--- config.mk ---
export PLATFORM = sky130hd
export DESIGN_NAME = lsu_subsys_top
export DESIGN_NICKNAME = d
export VERILOG_FILES = /design/src/rtl/obi_pkg.sv /design/src/rtl/lsu_pkg.sv /design/src/rtl/lsu_front.sv /design/src/rtl/lsu_align_check.sv /design/src/rtl/obi_req_fifo.sv /design/src/rtl/data_sram_slave.sv /design/src/rtl/lsu_subsys_top.sv
export SDC_FILE = /design/constraint.sdc
export NUM_CORES = 2
export LEC_CHECK = 0
export BUFFER_PORTS_ARGS = -buffer_cell sky130_fd_sc_hd__buf_2
export CORE_MARGIN = 2
export CORE_UTILIZATION = 40
export DETAILED_ROUTE_END_ITERATION = 10
export RECOVER_POWER = 50
export SETUP_SLACK_MARGIN = 0.1
export SLEW_MARGIN = 40
export SYNTH_ARGS = -nofsm -noshare
export SYNTH_HDL_FRONTEND = slang
export SYNTH_SLANG_ARGS = --single-unit
--- constraint.sdc ---
create_clock -name clk -period 5.3 [get_ports clk]
set_clock_uncertainty 0.2 [all_clocks]
set_input_delay 1.06 -clock clk [delete_from_list [all_inputs] [get_ports clk]]
set_output_delay 1.06 -clock clk [all_outputs]
set_load 0.01 [all_outputs]
--- src/rtl/obi_pkg.sv ---
// OBI-style bus types and sizing shared by the request buffer and the data memory
`default_nettype none

package obi_pkg;

  ////////////////////////////////////////////////////////////////////////////
  // Bus sizing
  ////////////////////////////////////////////////////////////////////////////

  localparam int unsigned ADDR_W     = 32;
  localparam int unsigned DATA_W     = 32;
  localparam int unsigned MEM_WORDS  = 64;
  localparam int unsigned FIFO_DEPTH = 4;

  // Index into the word array, the low bits of the word address
  localparam int unsigned MEM_IDX_W  = $clog2(MEM_WORDS);
  // Buffer pointers wrap on their own since the depth is a power of two
  localparam int unsigned FIFO_PTR_W = $clog2(FIFO_DEPTH);
  // The fill count must also represent the full state
  localparam int unsigned FIFO_CNT_W = $clog2(FIFO_DEPTH + 1);

  ////////////////////////////////////////////////////////////////////////////
  // Request and response
  ////////////////////////////////////////////////////////////////////////////

  typedef struct packed {
    logic [ADDR_W-1:0] addr;    // word address, byte offset already dropped
    logic              we;
    logic              atomic;  // set together with we for a swap
    logic [DATA_W-1:0] wdata;
  } obi_req_t;

  typedef struct packed {
    logic [DATA_W-1:0] rdata;
  } obi_resp_t;

endpackage

`default_nettype wire

--- src/rtl/lsu_pkg.sv ---
// Core-side command, response and alignment checker types for the load/store path
`default_nettype none

package lsu_pkg;
  import obi_pkg::*;

  // Limit on bus transactions in flight as seen from the front end
  localparam int unsigned MAX_OUTSTANDING = 4;
  // Counter width, the count may reach MAX_OUTSTANDING itself
  localparam int unsigned OUTST_CNT_W     = $clog2(MAX_OUTSTANDING + 1);

  ////////////////////////////////////////////////////////////////////////////
  // Commands
  ////////////////////////////////////////////////////////////////////////////

  typedef enum logic [1:0] {
    LSU_LOAD  = 2'b00,
    LSU_STORE = 2'b01,
    LSU_PLOAD = 2'b10,
    LSU_SWAP  = 2'b11
  } lsu_op_e;

  typedef struct packed {
    lsu_op_e           op;
    logic [ADDR_W-1:0] addr;   // byte address
    logic [DATA_W-1:0] wdata;
  } lsu_cmd_t;

  ////////////////////////////////////////////////////////////////////////////
  // Responses and checker state
  ////////////////////////////////////////////////////////////////////////////

  typedef enum logic [1:0] {
    ALIGN_OK     = 2'b00,
    ALIGN_RE_ERR = 2'b01,
    ALIGN_WR_ERR = 2'b10
  } align_status_e;

  typedef struct packed {
    logic [DATA_W-1:0] rdata;
    align_status_e     status;
  } lsu_rsp_t;

  typedef enum logic [2:0] {
    ALIGN_IDLE        = 3'd0,
    ALIGN_WR_ERR_WAIT = 3'd1,
    ALIGN_RE_ERR_WAIT = 3'd2,
    ALIGN_WR_ERR_RESP = 3'd3,
    ALIGN_RE_ERR_RESP = 3'd4
  } align_state_e;

  // The checker forwards the core request untouched, so both sides share one layout
  typedef obi_req_t core_req_t;

endpackage

`default_nettype wire

--- src/rtl/lsu_front.sv ---
// Front end that turns commands into bus requests, tracks outstanding work and registers responses
`timescale 1ns/1ns
`default_nettype none

module lsu_front import lsu_pkg::*, obi_pkg::*; (
  input  wire             clk,
  input  wire             rst_n,
  input  wire             cmd_valid_i,
  input  wire lsu_cmd_t   cmd_i,
  output logic            cmd_ready_o,
  output logic            rsp_valid_o,
  output lsu_rsp_t        rsp_o,
  output logic            core_trans_valid_o,
  input  wire             core_trans_ready_i,
  output obi_req_t        core_trans_o,
  output logic            align_check_en_o,
  output logic            misaligned_o,
  input  wire             align_err_i,
  input  wire             core_resp_valid_i,
  input  wire lsu_rsp_t   core_resp_i,
  output logic            one_txn_pend_n_o
);

  core_req_t              req;
  logic                   room;
  logic                   accept;
  logic                   err_rsp;
  logic                   err_pend_q;
  logic [OUTST_CNT_W-1:0] cnt_q;
  logic [OUTST_CNT_W-1:0] cnt_n;
  logic [OUTST_CNT_W-1:0] bus_cnt;
  logic                   rsp_valid_q;
  lsu_rsp_t               rsp_q;

  ////////////////////////////////////////////////////////////////////////////
  // Request build
  ////////////////////////////////////////////////////////////////////////////

  // Drop the byte offset, the memory only sees words
  always_comb begin
    req        = '0;
    req.addr   = {2'b00, cmd_i.addr[ADDR_W-1:2]};
    req.we     = (cmd_i.op == LSU_STORE) || (cmd_i.op == LSU_SWAP);
    req.atomic = (cmd_i.op == LSU_SWAP);
    req.wdata  = cmd_i.wdata;
  end

  assign core_trans_o     = req;
  // Only pointer loads and swaps have an alignment rule
  assign align_check_en_o = (cmd_i.op == LSU_PLOAD) || (cmd_i.op == LSU_SWAP);
  assign misaligned_o     = |cmd_i.addr[1:0];

  ////////////////////////////////////////////////////////////////////////////
  // Outstanding count
  ////////////////////////////////////////////////////////////////////////////

  // A request the checker consumed never reaches the bus, so leave it out here
  assign bus_cnt = cnt_q - OUTST_CNT_W'(err_pend_q);
  assign room    = (bus_cnt < OUTST_CNT_W'(MAX_OUTSTANDING));

  assign core_trans_valid_o = cmd_valid_i && room;
  assign cmd_ready_o        = core_trans_ready_i && room;
  assign accept             = core_trans_valid_o && core_trans_ready_i;
  assign err_rsp            = core_resp_valid_i && (core_resp_i.status != ALIGN_OK);

  // Every accepted request counts, a consumed one included, and every response retires one
  always_comb begin
    cnt_n = cnt_q;
    if (accept && !core_resp_valid_i) begin
      cnt_n = cnt_q + 1'b1;
    end else if (!accept && core_resp_valid_i) begin
      cnt_n = cnt_q - 1'b1;
    end
  end

  // Tells the checker that only one transaction will remain next cycle
  assign one_txn_pend_n_o = (cnt_n == OUTST_CNT_W'(1));

  always_ff @(posedge clk or negedge rst_n) begin
    if (!rst_n) begin
      cnt_q       <= '0;
      err_pend_q  <= 1'b0;
      rsp_valid_q <= 1'b0;
    end else begin
      cnt_q       <= cnt_n;
      rsp_valid_q <= core_resp_valid_i;
      if (accept && align_err_i) begin
        err_pend_q <= 1'b1;
      end else if (err_rsp) begin
        err_pend_q <= 1'b0;
      end
    end
  end

  // Response register, the outside is always ready
  always_ff @(posedge clk) begin
    if (core_resp_valid_i) begin
      rsp_q <= core_resp_i;
    end
  end

  assign rsp_valid_o = rsp_valid_q;
  assign rsp_o       = rsp_q;

endmodule

`default_nettype wire

--- src/rtl/lsu_align_check.sv ---
// Alignment checker that consumes misaligned pointer loads and swaps and answers them in order
`timescale 1ns/1ns
`default_nettype none

module lsu_align_check import lsu_pkg::*, obi_pkg::*; (
  input  wire             clk,
  input  wire             rst_n,
  input  wire             align_check_en_i,
  input  wire             misaligned_i,
  input  wire             core_trans_valid_i,
  output logic            core_trans_ready_o,
  input  wire obi_req_t   core_trans_i,
  output logic            core_resp_valid_o,
  output lsu_rsp_t        core_resp_o,
  output logic            bus_trans_valid_o,
  input  wire             bus_trans_ready_i,
  output obi_req_t        bus_trans_o,
  input  wire             bus_resp_valid_i,
  input  wire obi_resp_t  bus_resp_i,
  input  wire             core_one_txn_pend_n_i,
  output logic            core_align_err_o
);

  logic          align_err;
  logic          trans_we;
  logic          block_core;
  logic          block_bus;
  logic          err_accept;
  logic          err_resp_valid;
  align_status_e err_status;
  align_state_e  state_q;
  align_state_e  state_n;

  // Only checked opcodes can fail
  assign align_err        = align_check_en_i && misaligned_i;
  assign core_align_err_o = align_err;
  // A swap writes, a pointer load does not, which picks the error kind
  assign trans_we         = core_trans_i.we;

  ////////////////////////////////////////////////////////////////////////////
  // Error FSM
  ////////////////////////////////////////////////////////////////////////////

  // A failed request is taken off the core side but never sent to the bus.
  // New traffic stays blocked until all earlier responses are back, and the
  // error answer then takes the slot of the consumed request
  always_comb begin
    state_n        = state_q;
    block_core     = 1'b0;
    block_bus      = 1'b0;
    err_accept     = 1'b0;
    err_resp_valid = 1'b0;
    err_status     = ALIGN_OK;

    case (state_q)
      ALIGN_IDLE: begin
        if (align_err && core_trans_valid_i) begin
          block_bus  = 1'b1;
          err_accept = 1'b1;
          // With nothing else in flight the answer can go out next cycle
          if (trans_we) begin
            state_n = core_one_txn_pend_n_i ? ALIGN_WR_ERR_RESP : ALIGN_WR_ERR_WAIT;
          end else begin
            state_n = core_one_txn_pend_n_i ? ALIGN_RE_ERR_RESP : ALIGN_RE_ERR_WAIT;
          end
        end
      end

      ALIGN_WR_ERR_WAIT,
      ALIGN_RE_ERR_WAIT: begin
        block_core = 1'b1;
        block_bus  = 1'b1;
        // Last earlier response arrives this cycle
        if (core_one_txn_pend_n_i) begin
          state_n = (state_q == ALIGN_WR_ERR_WAIT) ? ALIGN_WR_ERR_RESP : ALIGN_RE_ERR_RESP;
        end
      end

      ALIGN_WR_ERR_RESP,
      ALIGN_RE_ERR_RESP: begin
        block_core     = 1'b1;
        block_bus      = 1'b1;
        err_resp_valid = 1'b1;
        err_status     = (state_q == ALIGN_WR_ERR_RESP) ? ALIGN_WR_ERR : ALIGN_RE_ERR;
        // The core never stalls a response, one cycle is enough
        state_n        = ALIGN_IDLE;
      end

      default: begin
        state_n = ALIGN_IDLE;
      end
    endcase
  end

  always_ff @(posedge clk or negedge rst_n) begin
    if (!rst_n) begin
      state_q <= ALIGN_IDLE;
    end else begin
      state_q <= state_n;
    end
  end

  ////////////////////////////////////////////////////////////////////////////
  // Request and response paths
  ////////////////////////////////////////////////////////////////////////////

  assign bus_trans_valid_o  = core_trans_valid_i && !block_bus;
  assign bus_trans_o        = core_trans_i;
  assign core_trans_ready_o = (bus_trans_ready_i && !block_core) || err_accept;

  // No bus response can coincide with the error answer, the path is drained by then
  always_comb begin
    core_resp_valid_o  = bus_resp_valid_i || err_resp_valid;
    core_resp_o.rdata  = err_resp_valid ? '0 : bus_resp_i.rdata;
    core_resp_o.status = err_status;
  end

endmodule

`default_nettype wire

--- src/rtl/obi_req_fifo.sv ---
// Circular request buffer between the alignment checker and the data memory
`timescale 1ns/1ns
`default_nettype none

module obi_req_fifo import obi_pkg::*; (
  input  wire             clk,
  input  wire             rst_n,
  input  wire             push_i,
  input  wire obi_req_t   push_req_i,
  output logic            ready_o,
  input  wire             pop_i,
  output logic            valid_o,
  output obi_req_t        pop_req_o
);

  obi_req_t              mem_q [FIFO_DEPTH];
  logic [FIFO_PTR_W-1:0] wr_ptr_q;
  logic [FIFO_PTR_W-1:0] rd_ptr_q;
  logic [FIFO_CNT_W-1:0] count_q;
  logic                  full;
  logic                  do_push;
  logic                  do_pop;

  assign full    = (count_q == FIFO_CNT_W'(FIFO_DEPTH));
  assign valid_o = (count_q != '0);
  // A pop in the same cycle frees the slot a push needs when full
  assign ready_o = !full || pop_i;

  assign do_push   = push_i && ready_o;
  assign do_pop    = pop_i && valid_o;
  assign pop_req_o = mem_q[rd_ptr_q];

  // Pointers and fill count
  always_ff @(posedge clk or negedge rst_n) begin
    if (!rst_n) begin
      wr_ptr_q <= '0;
      rd_ptr_q <= '0;
      count_q  <= '0;
    end else begin
      if (do_push) begin
        wr_ptr_q <= wr_ptr_q + 1'b1;
      end
      if (do_pop) begin
        rd_ptr_q <= rd_ptr_q + 1'b1;
      end
      if (do_push && !do_pop) begin
        count_q <= count_q + 1'b1;
      end else if (do_pop && !do_push) begin
        count_q <= count_q - 1'b1;
      end
    end
  end

  // Entry storage, visible at the output one cycle after the write
  always_ff @(posedge clk) begin
    if (do_push) begin
      mem_q[wr_ptr_q] <= push_req_i;
    end
  end

endmodule

`default_nettype wire

--- src/rtl/data_sram_slave.sv ---
// Word-addressed data memory that serves loads, stores and swaps with a one-cycle response
`timescale 1ns/1ns
`default_nettype none

module data_sram_slave import obi_pkg::*; (
  input  wire             clk,
  input  wire             rst_n,
  input  wire             req_valid_i,
  input  wire obi_req_t   req_i,
  output logic            pop_o,
  output logic            resp_valid_o,
  output obi_resp_t       resp_o
);

  logic [DATA_W-1:0]    mem_q [MEM_WORDS];
  logic [MEM_IDX_W-1:0] idx;
  logic [DATA_W-1:0]    old_word;
  logic                 plain_store;
  logic                 resp_valid_q;
  obi_resp_t            resp_q;

  // Always ready, so a request is taken in the cycle it shows up
  assign pop_o = req_valid_i;

  // Word address wraps onto the array
  assign idx         = req_i.addr[MEM_IDX_W-1:0];
  assign old_word    = mem_q[idx];
  assign plain_store = req_i.we && !req_i.atomic;

  ////////////////////////////////////////////////////////////////////////////
  // Storage
  ////////////////////////////////////////////////////////////////////////////

  // Stores and swaps both write the new word
  always_ff @(posedge clk or negedge rst_n) begin
    if (!rst_n) begin
      for (int i = 0; i < MEM_WORDS; i++) begin
        mem_q[i] <= '0;
      end
    end else if (req_valid_i && req_i.we) begin
      mem_q[idx] <= req_i.wdata;
    end
  end

  ////////////////////////////////////////////////////////////////////////////
  // Response
  ////////////////////////////////////////////////////////////////////////////

  always_ff @(posedge clk or negedge rst_n) begin
    if (!rst_n) begin
      resp_valid_q <= 1'b0;
    end else begin
      resp_valid_q <= req_valid_i;
    end
  end

  // Loads and swaps return the word as it was before this access, a store returns zero
  always_ff @(posedge clk) begin
    if (req_valid_i) begin
      resp_q.rdata <= plain_store ? '0 : old_word;
    end
  end

  assign resp_valid_o = resp_valid_q;
  assign resp_o       = resp_q;

endmodule

`default_nettype wire

--- src/rtl/lsu_subsys_top.sv ---
// Load/store subsystem top joining front end, alignment checker, request buffer and memory
`timescale 1ns/1ns
`default_nettype none

module lsu_subsys_top import lsu_pkg::*, obi_pkg::*; (
  input  wire             clk,
  input  wire             rst_n,
  input  wire             cmd_valid_i,
  input  wire lsu_cmd_t   cmd_i,
  output logic            cmd_ready_o,
  output logic            rsp_valid_o,
  output lsu_rsp_t        rsp_o
);

  // Front end to checker
  logic      core_trans_valid;
  logic      core_trans_ready;
  obi_req_t  core_trans;
  logic      align_check_en;
  logic      misaligned;
  logic      align_err;
  logic      one_txn_pend_n;
  logic      core_resp_valid;
  lsu_rsp_t  core_resp;

  // Checker to buffer, memory back to checker
  logic      bus_trans_valid;
  logic      bus_trans_ready;
  obi_req_t  bus_trans;
  logic      bus_resp_valid;
  obi_resp_t bus_resp;

  // Buffer to memory
  logic      fifo_valid;
  logic      fifo_pop;
  obi_req_t  fifo_req;

  lsu_front u_front (
    .clk                (clk),
    .rst_n              (rst_n),
    .cmd_valid_i        (cmd_valid_i),
    .cmd_i              (cmd_i),
    .cmd_ready_o        (cmd_ready_o),
    .rsp_valid_o        (rsp_valid_o),
    .rsp_o              (rsp_o),
    .core_trans_valid_o (core_trans_valid),
    .core_trans_ready_i (core_trans_ready),
    .core_trans_o       (core_trans),
    .align_check_en_o   (align_check_en),
    .misaligned_o       (misaligned),
    .align_err_i        (align_err),
    .core_resp_valid_i  (core_resp_valid),
    .core_resp_i        (core_resp),
    .one_txn_pend_n_o   (one_txn_pend_n)
  );

  lsu_align_check u_align_check (
    .clk                   (clk),
    .rst_n                 (rst_n),
    .align_check_en_i      (align_check_en),
    .misaligned_i          (misaligned),
    .core_trans_valid_i    (core_trans_valid),
    .core_trans_ready_o    (core_trans_ready),
    .core_trans_i          (core_trans),
    .core_resp_valid_o     (core_resp_valid),
    .core_resp_o           (core_resp),
    .bus_trans_valid_o     (bus_trans_valid),
    .bus_trans_ready_i     (bus_trans_ready),
    .bus_trans_o           (bus_trans),
    .bus_resp_valid_i      (bus_resp_valid),
    .bus_resp_i            (bus_resp),
    .core_one_txn_pend_n_i (one_txn_pend_n),
    .core_align_err_o      (align_err)
  );

  obi_req_fifo u_req_fifo (
    .clk        (clk),
    .rst_n      (rst_n),
    .push_i     (bus_trans_valid),
    .push_req_i (bus_trans),
    .ready_o    (bus_trans_ready),
    .pop_i      (fifo_pop),
    .valid_o    (fifo_valid),
    .pop_req_o  (fifo_req)
  );

  data_sram_slave u_sram (
    .clk          (clk),
    .rst_n        (rst_n),
    .req_valid_i  (fifo_valid),
    .req_i        (fifo_req),
    .pop_o        (fifo_pop),
    .resp_valid_o (bus_resp_valid),
    .resp_o       (bus_resp)
  );

endmodule

`default_nettype wire

# == Word-level counts from Yosys, hierarchy flattened ==
# Memories as Yosys holds them, arrays and structs flattened.
# Index checks and enable logic that the tools add are counted.
# totals
regBits,2130
ramBits,256
inputBits,69
out_inout_bits,36
wordCells,166
mem_count,1
# op_classes
n_addsub,7
magnitude_cmp,3
n_eq_ne,11
muxes,28
bitwise,1
n_reduce_logical,40
# memory_table
memory,depth,word_bits,rd,rd_ports_with_merged_regs,wr,line,text
u_req_fifo.mem_q,4,64,1,0,1,obi_req_fifo.sv:16,obi_req_t mem_q [FIFO_DEPTH];
# op_table
op,count
bitwise mux 2048 bit,1
binary-select mux 32 bit (select 6 bit),1
demux 32 bit (select 6 bit),1
two-way mux 32 bit,3
two-way mux 3 bit,9
logical AND 1 bit,17
logical NOT 1 bit,8
two-way mux 1 bit,8
>= comparator 7 bit (second input constant),1
less-than comparator 7 x 1 -> 1 bit (second input constant),1
inverter 6 -> 7 bit,1
adder 3 x 1 -> 3 bit (second input constant),2
== test 3 x 1 -> 1 bit (second input constant),2
== test 3 x 2 -> 1 bit (second input constant),2
== test 3 bit (second input constant),2
two-way mux 2 bit,3
one-hot mux 3 bit (2 select lines),1
nonzero test 2 bit,3
OR reduction 2 bit,3
subtractor 3 x 1 -> 3 bit (second input constant),2
logical OR 1 bit,5
adder 2 x 1 -> 2 bit (second input constant),2
== test 2 bit (second input constant),2
inequality test 2 x 1 -> 1 bit (second input constant),2
8 further kinds,8

# == Longest topological paths before layout ==
# logic_depth
depth_word,17
mapped_depth,14

# == Hierarchy ==
# Synthesis repeated with hierarchy kept, for this count alone.
# unflattened
hier_cells,7435
area_unflattened_um2,106268.2
# modules_own_cells
mod,instances,cells_each,area_per_inst_um2
data_sram_slave,1,6788,93260.7
obi_req_fifo,1,381,9923.3
lsu_front,1,132,1860.5
lsu_align_check,1,134,1223.7

# == Worst setup path before layout ==
# OpenSTA, ideal clock, no wires.
# synth_timing
path_kind,reg-to-reg
startpoint,register u_front.cnt_q[0]
endpoint,"memory u_req_fifo.mem_q[0][0] in the netlist's numbering, enable pin"
setup_time_ps,401
t_arrival_ps,3159
t_required_ps,4699
slack_ps,1539
stages_incl_launch_ff,7
path_cell_list,dfrtp_1 -> nor3b_1 -> xor2_1 -> nor3_1 -> or4_1 -> a211oi_2 -> and2_1
# synth_via
elab_chain_len,11
# synth_lines
element,line,text
from (decl),lsu_front.sv:29,logic [OUTST_CNT_W-1:0] cnt_q;
from (signal assigned),lsu_front.sv:85,cnt_q <= cnt_n;
subtractor 3 x 1 -> 3 bit (*),lsu_front.sv:58,assign bus_cnt = cnt_q - OUTST_CNT_W'(err_pend_q);
less-than comparator 3 bit (*),lsu_front.sv:59,assign room = (bus_cnt < OUTST_CNT_W'(MAX_OUTSTANDING));
logical AND 1 bit (*),lsu_front.sv:61,assign core_trans_valid_o = cmd_valid_i && room;
logical AND 1 bit,lsu_align_check.sv:57,if (align_err && core_trans_valid_i) begin
two-way mux 1 bit,lsu_align_check.sv:57,
one-hot mux 1 bit (2 select lines),lsu_align_check.sv:55,case (state_q)
logical NOT 1 bit,lsu_align_check.sv:107,assign bus_trans_valid_o = core_trans_valid_i && !block_bus;
logical AND 1 bit (*),lsu_align_check.sv:107,
logical AND 1 bit (*),obi_req_fifo.sv:29,assign do_push = push_i && ready_o;
via u_req_fifo.do_push,obi_req_fifo.sv:21,logic do_push;
two-way mux 1 bit (*),obi_req_fifo.sv:56,if (do_push) begin
two-way mux 1 bit (implied by the code) (*),obi_req_fifo.sv:57,mem_q[wr_ptr_q] <= push_req_i;
to (decl),obi_req_fifo.sv:16,
# Mark *: on every way through the listed nets, which the timed path passes. The rest lies on a longest branch.

# == Final worst setup path ==
# layout_timing
startpoint,register u_req_fifo.rd_ptr_q[1]
endpoint,register u_sram.resp_q (netlist bit u_sram.resp_o[23]) (data pin)
# layout_via
elab_chain_len,5
elab_cells_between_ends,7
cone_classes,mux: 3; bitwise: 1; reduce/logical: 2; memory: 1
# layout_lines
element,line,text
from (decl),obi_req_fifo.sv:18,logic [FIFO_PTR_W-1:0] rd_ptr_q;
from (signal assigned),obi_req_fifo.sv:44,rd_ptr_q <= rd_ptr_q + 1'b1;
memory read (4 x 64 bit) (*),-,
inverter 6 -> 7 bit (implied by the code),data_sram_slave.sv:27,assign old_word = mem_q[idx];
binary-select mux 32 bit (select 6 bit),data_sram_slave.sv:27,
two-way mux 32 bit (implied by the code) (2 in a row),data_sram_slave.sv:27,
to (decl),data_sram_slave.sv:20,obi_resp_t resp_q;
# Every way passes the cells marked *; elsewhere a longest branch is shown, timed or not. The select of a mux whose other input is x is not followed.
# A chain may end at the register's enable or synchronous reset.

==> flow_metrics.tcl <==
set metrics [dict create \
    fin_util 0.4569 \
    ir_drop_mv 0.5012 \
    grt_usage 0.2834 \
    fin_cells 12760 \
    tightest_slew_ns 4.050 \
    path_max_fanout 27 \
    clock_sinks 2290 \
    violations "max-capacitance violations, max-slew violations" \
    cts-buffers-inserted 235 \
    setup.worst_path.start "u_req_fifo.rd_ptr_q[1]" \
    nets 9365 \
    worstRegToRegCells 8 \
    p_per_area_mw_per_mm2 656.0 \
    drive_above_1_share 0.1322 \
    ioPinCount 105 \
    synthArstFlopShare 0.9013 \
    min_to "u_req_fifo.mem_q[1][7]" \
    whs_path_depth 1 \
    cp_num_buf_inv 2 \
    fin_setup_tns_ns 0 \
    reg2reg_to "u_sram.resp_o[23]" \
    num_rows 181 \
    hp-start "cmd_i[7]" \
    die-area_mm2 0.2491 \
    drv_cap 2 \
    syn2layout_area_growth_pct 13.43 \
    port_buffers 80 \
    die_w_um 499.1 \
    rsz0062_at_grt "false" \
    clockRootBuffer "clkbuf_16" \
    slowest_stage "mux4_4" \
    crit_path_start_kind "flip-flop" \
    setup_viol 0 \
    syn_inst 9470 \
    antenna_found_initial 29 \
    postCtsSetupBuffers 0 \
    fp.dieH_um 499.1 \
    globalplace.congestion 0.9068 \
    dpl.hpwl_mm 215.6 \
    p_leak_nw 48.23 \
    grt_max_degree 162 \
    slew_violations 98 \
    core_mm2 0.2435 \
    syn_nets 9547 \
    hp-class "in2reg" \
    crit_type "reg2reg" \
    ant_nets 0 \
    place_inst 12240 \
    period_minus_slack_ns 4.743 \
    cts_tree "built" \
    grtUsageMet1 0.3833 \
    grt.busiest_layer "met2" \
    insertion_delay_ns 0.89 \
    synth-edff-count 226 \
    drt_iter0_drc 9285 \
    grt_pass1_vias 73810 \
    seq_area_frac_synth 0.5959 \
    nFillCells 22310 \
    drc 0 \
    path_common_cell "buf_4" \
    synth_top_cell_by_area "dfrtp_1" \
    vias 76240 \
    r2r-start "u_req_fifo.rd_ptr_q[1]" \
    htree_levels 4 \
    max_stage_delay_ns 0.85 \
    met3_usage 0.06993 \
    netlist_area_mm2 0.09806 \
    crit_chain "mux4_4, buf_4, buf_4, mux2_2, a221oi_1, o22ai_1, a22oi_1, a41oi_1" \
    synth_cell_types 88 \
    grt_overflow 0 \
    critPathTopFamily "compound AO/OA/AOI/OAI gates" \
    post_drt_via_cell_ratio 5.977 \
    synth_seq_cells 2290 \
    required_ns 5.70 \
    synth_area_leaders "dfrtp_1, o21ai_0, nand2_1" \
    grtUsageMet2 0.4212 \
    dr.pass1.iters 8 \
    finalHoldViolCount 0 \
    status "finished with violations" \
    worstPathArrival_ns 5.14 \
    max_clock_freq_ghz 0.2108 \
    path_clk_slew_ns 0.06 \
    syn_area_per_cell_um2 10.35 \
    grt_pass1_wl_mm 519.1 \
    yosysTopAreaCellShare 0.5267 \
    most-common-layout-cells "nand2_1, dfrtp_1, o21ai_0, buf_4, clkbuf_16" \
    cts.path.max_buffers 3 \
    wirelength_mm 355.5 \
    yosysWarnings 0 \
    initial_core_util 0.4028 \
    final_common_cell "nand2_1" \
    slew_headroom -1.700 \
    wl_per_cell_um 27.87 \
    ys.flop_type "dfrtp_1" \
    rrSetupSlack_ns 0.56 \
    fin_crit_sh 0.8950 \
    end_kind "flip-flop" \
]
-- sequential cells by signal, indices dropped and copies added, names as in the netlist --
signal                 flops
u_align_check.state_q      3
u_front.cnt_q              3
u_front.err_pend_q         1
u_front.rsp_o             34
u_front.rsp_valid_o        1
u_req_fifo.count_q         3
u_req_fifo.mem_q         160
u_req_fifo.rd_ptr_q        2
u_req_fifo.wr_ptr_q        2
u_sram.mem_q            2048
u_sram.resp_o             32
u_sram.resp_valid_o        1
-- worst max-delay path by stage --
stage                                         to  slack, ns  depth (start not counted)
after global placement         u_sram.mem_q[473]       0.42                          7
after CTS                      u_sram.mem_q[467]       0.62                          7
final                          u_sram.resp_o[23]       0.56                          8
after global routing           u_sram.mem_q[592]       0.36                          3
after detailed placement       u_sram.mem_q[467]       0.64                          7
after floorplan           u_req_fifo.mem_q[0][0]       1.54                          6
-- worst reg2reg max path, delay by kind of cell (launching register included) --
kind            cells  cell delay (ns)
compound gates      4             1.43
buf+inv             2             0.88
flops               1             0.70
mux                 2             1.24
-- synth_stat cells, drive strengths merged, types with 6 or more instances --
cell,instances
nand2,2370
o21ai,2205
dfrtp,2064
clkbuf,651
buf,250
edfxtp,226
a22oi,198
mux2,184
mux2i,170
a221oi,151
mux4,151
a21oi,139
nor2,106
nand3,50
a31oi,49
and3,49
nor3,41
o22ai,39
a22o,30
a211oi,26
a41oi,26
a222oi,25
o2bb2ai,22
nor2b,21
a32oi,19
o211ai,19
a221o,13
inv,13
nor4,12
and2,10
nand4,10
a311oi,9
a2111oi,8
ha,8
xnor2,7
a21o,6
o22a,6
or3,6
-- area by class of cell --
type	instances	area, um^2	area share
flip-flops and latches	2290	58440	0.5255
multi-input cells	6266	36410	0.3274
clock buffers	368	7007	0.06300
repair buffers	482	4519	0.04063
well taps	3202	4006	0.03602
clock inverters	70	623.1	0.005602
diodes	65	162.7	0.001462
inverters	13	48.80	0.0004387
-- report_power, final --
part / switching (mW) / total [mW] / internal (mW)
registers: 3.13 / 26.7 / 23.5
logic: 20.7 / 29.8 / 9.13
clock network: 7.13 / 16.5 / 9.33
total: 31.0 / 73.0 / 42.0
-- timing repair --
item | CTS | global route
resized for setup | 0 | 0
hold buffers | 1 | 0
endpoints found under the hold margin | 44 | 0
-- logic make-up (layout without fill, tap and decap cells) --
family | Yosys count | after routing | synth area share
muxes | 505 | 505 | 0.07320
other | 0 | 65 | 0
buffers and inverters | 914 | 933 | 0.04008
adders and majority gates | 8 | 8 | 0.001021
and+or+nand+nor | 2703 | 2703 | 0.1113
AOI/OAI and AO/OA | 3038 | 3038 | 0.1774
xor gates and xnor gates | 12 | 12 | 0.001072
DFF | 2290 | 2290 | 0.5959
-- stage by stage --
step	worst slack, ns	cell area [um^2]	hold slack [ns]	power [mW]
global placement	0.4156	102900	0.2518	54.50
finish	0.5566	111200	0.2160	72.96
detailed placement	0.6432	103400	0.2572	55.67
CTS	0.6228	111000	0.1201	72.02
floorplan	1.539	98060	0.2336	42.14
global route	0.3571	111200	0.2030	75.90
-- layer usage --
metal,vias up,share of wire,wire [um]
li1,32980,-,-
met1,38350,0.40,144000
met2,3960,0.43,154400
met3,940,0.10,36480
met4,10,0.058,20590
met5,-,0.00021,75
(Power assumes the default switching activity.)
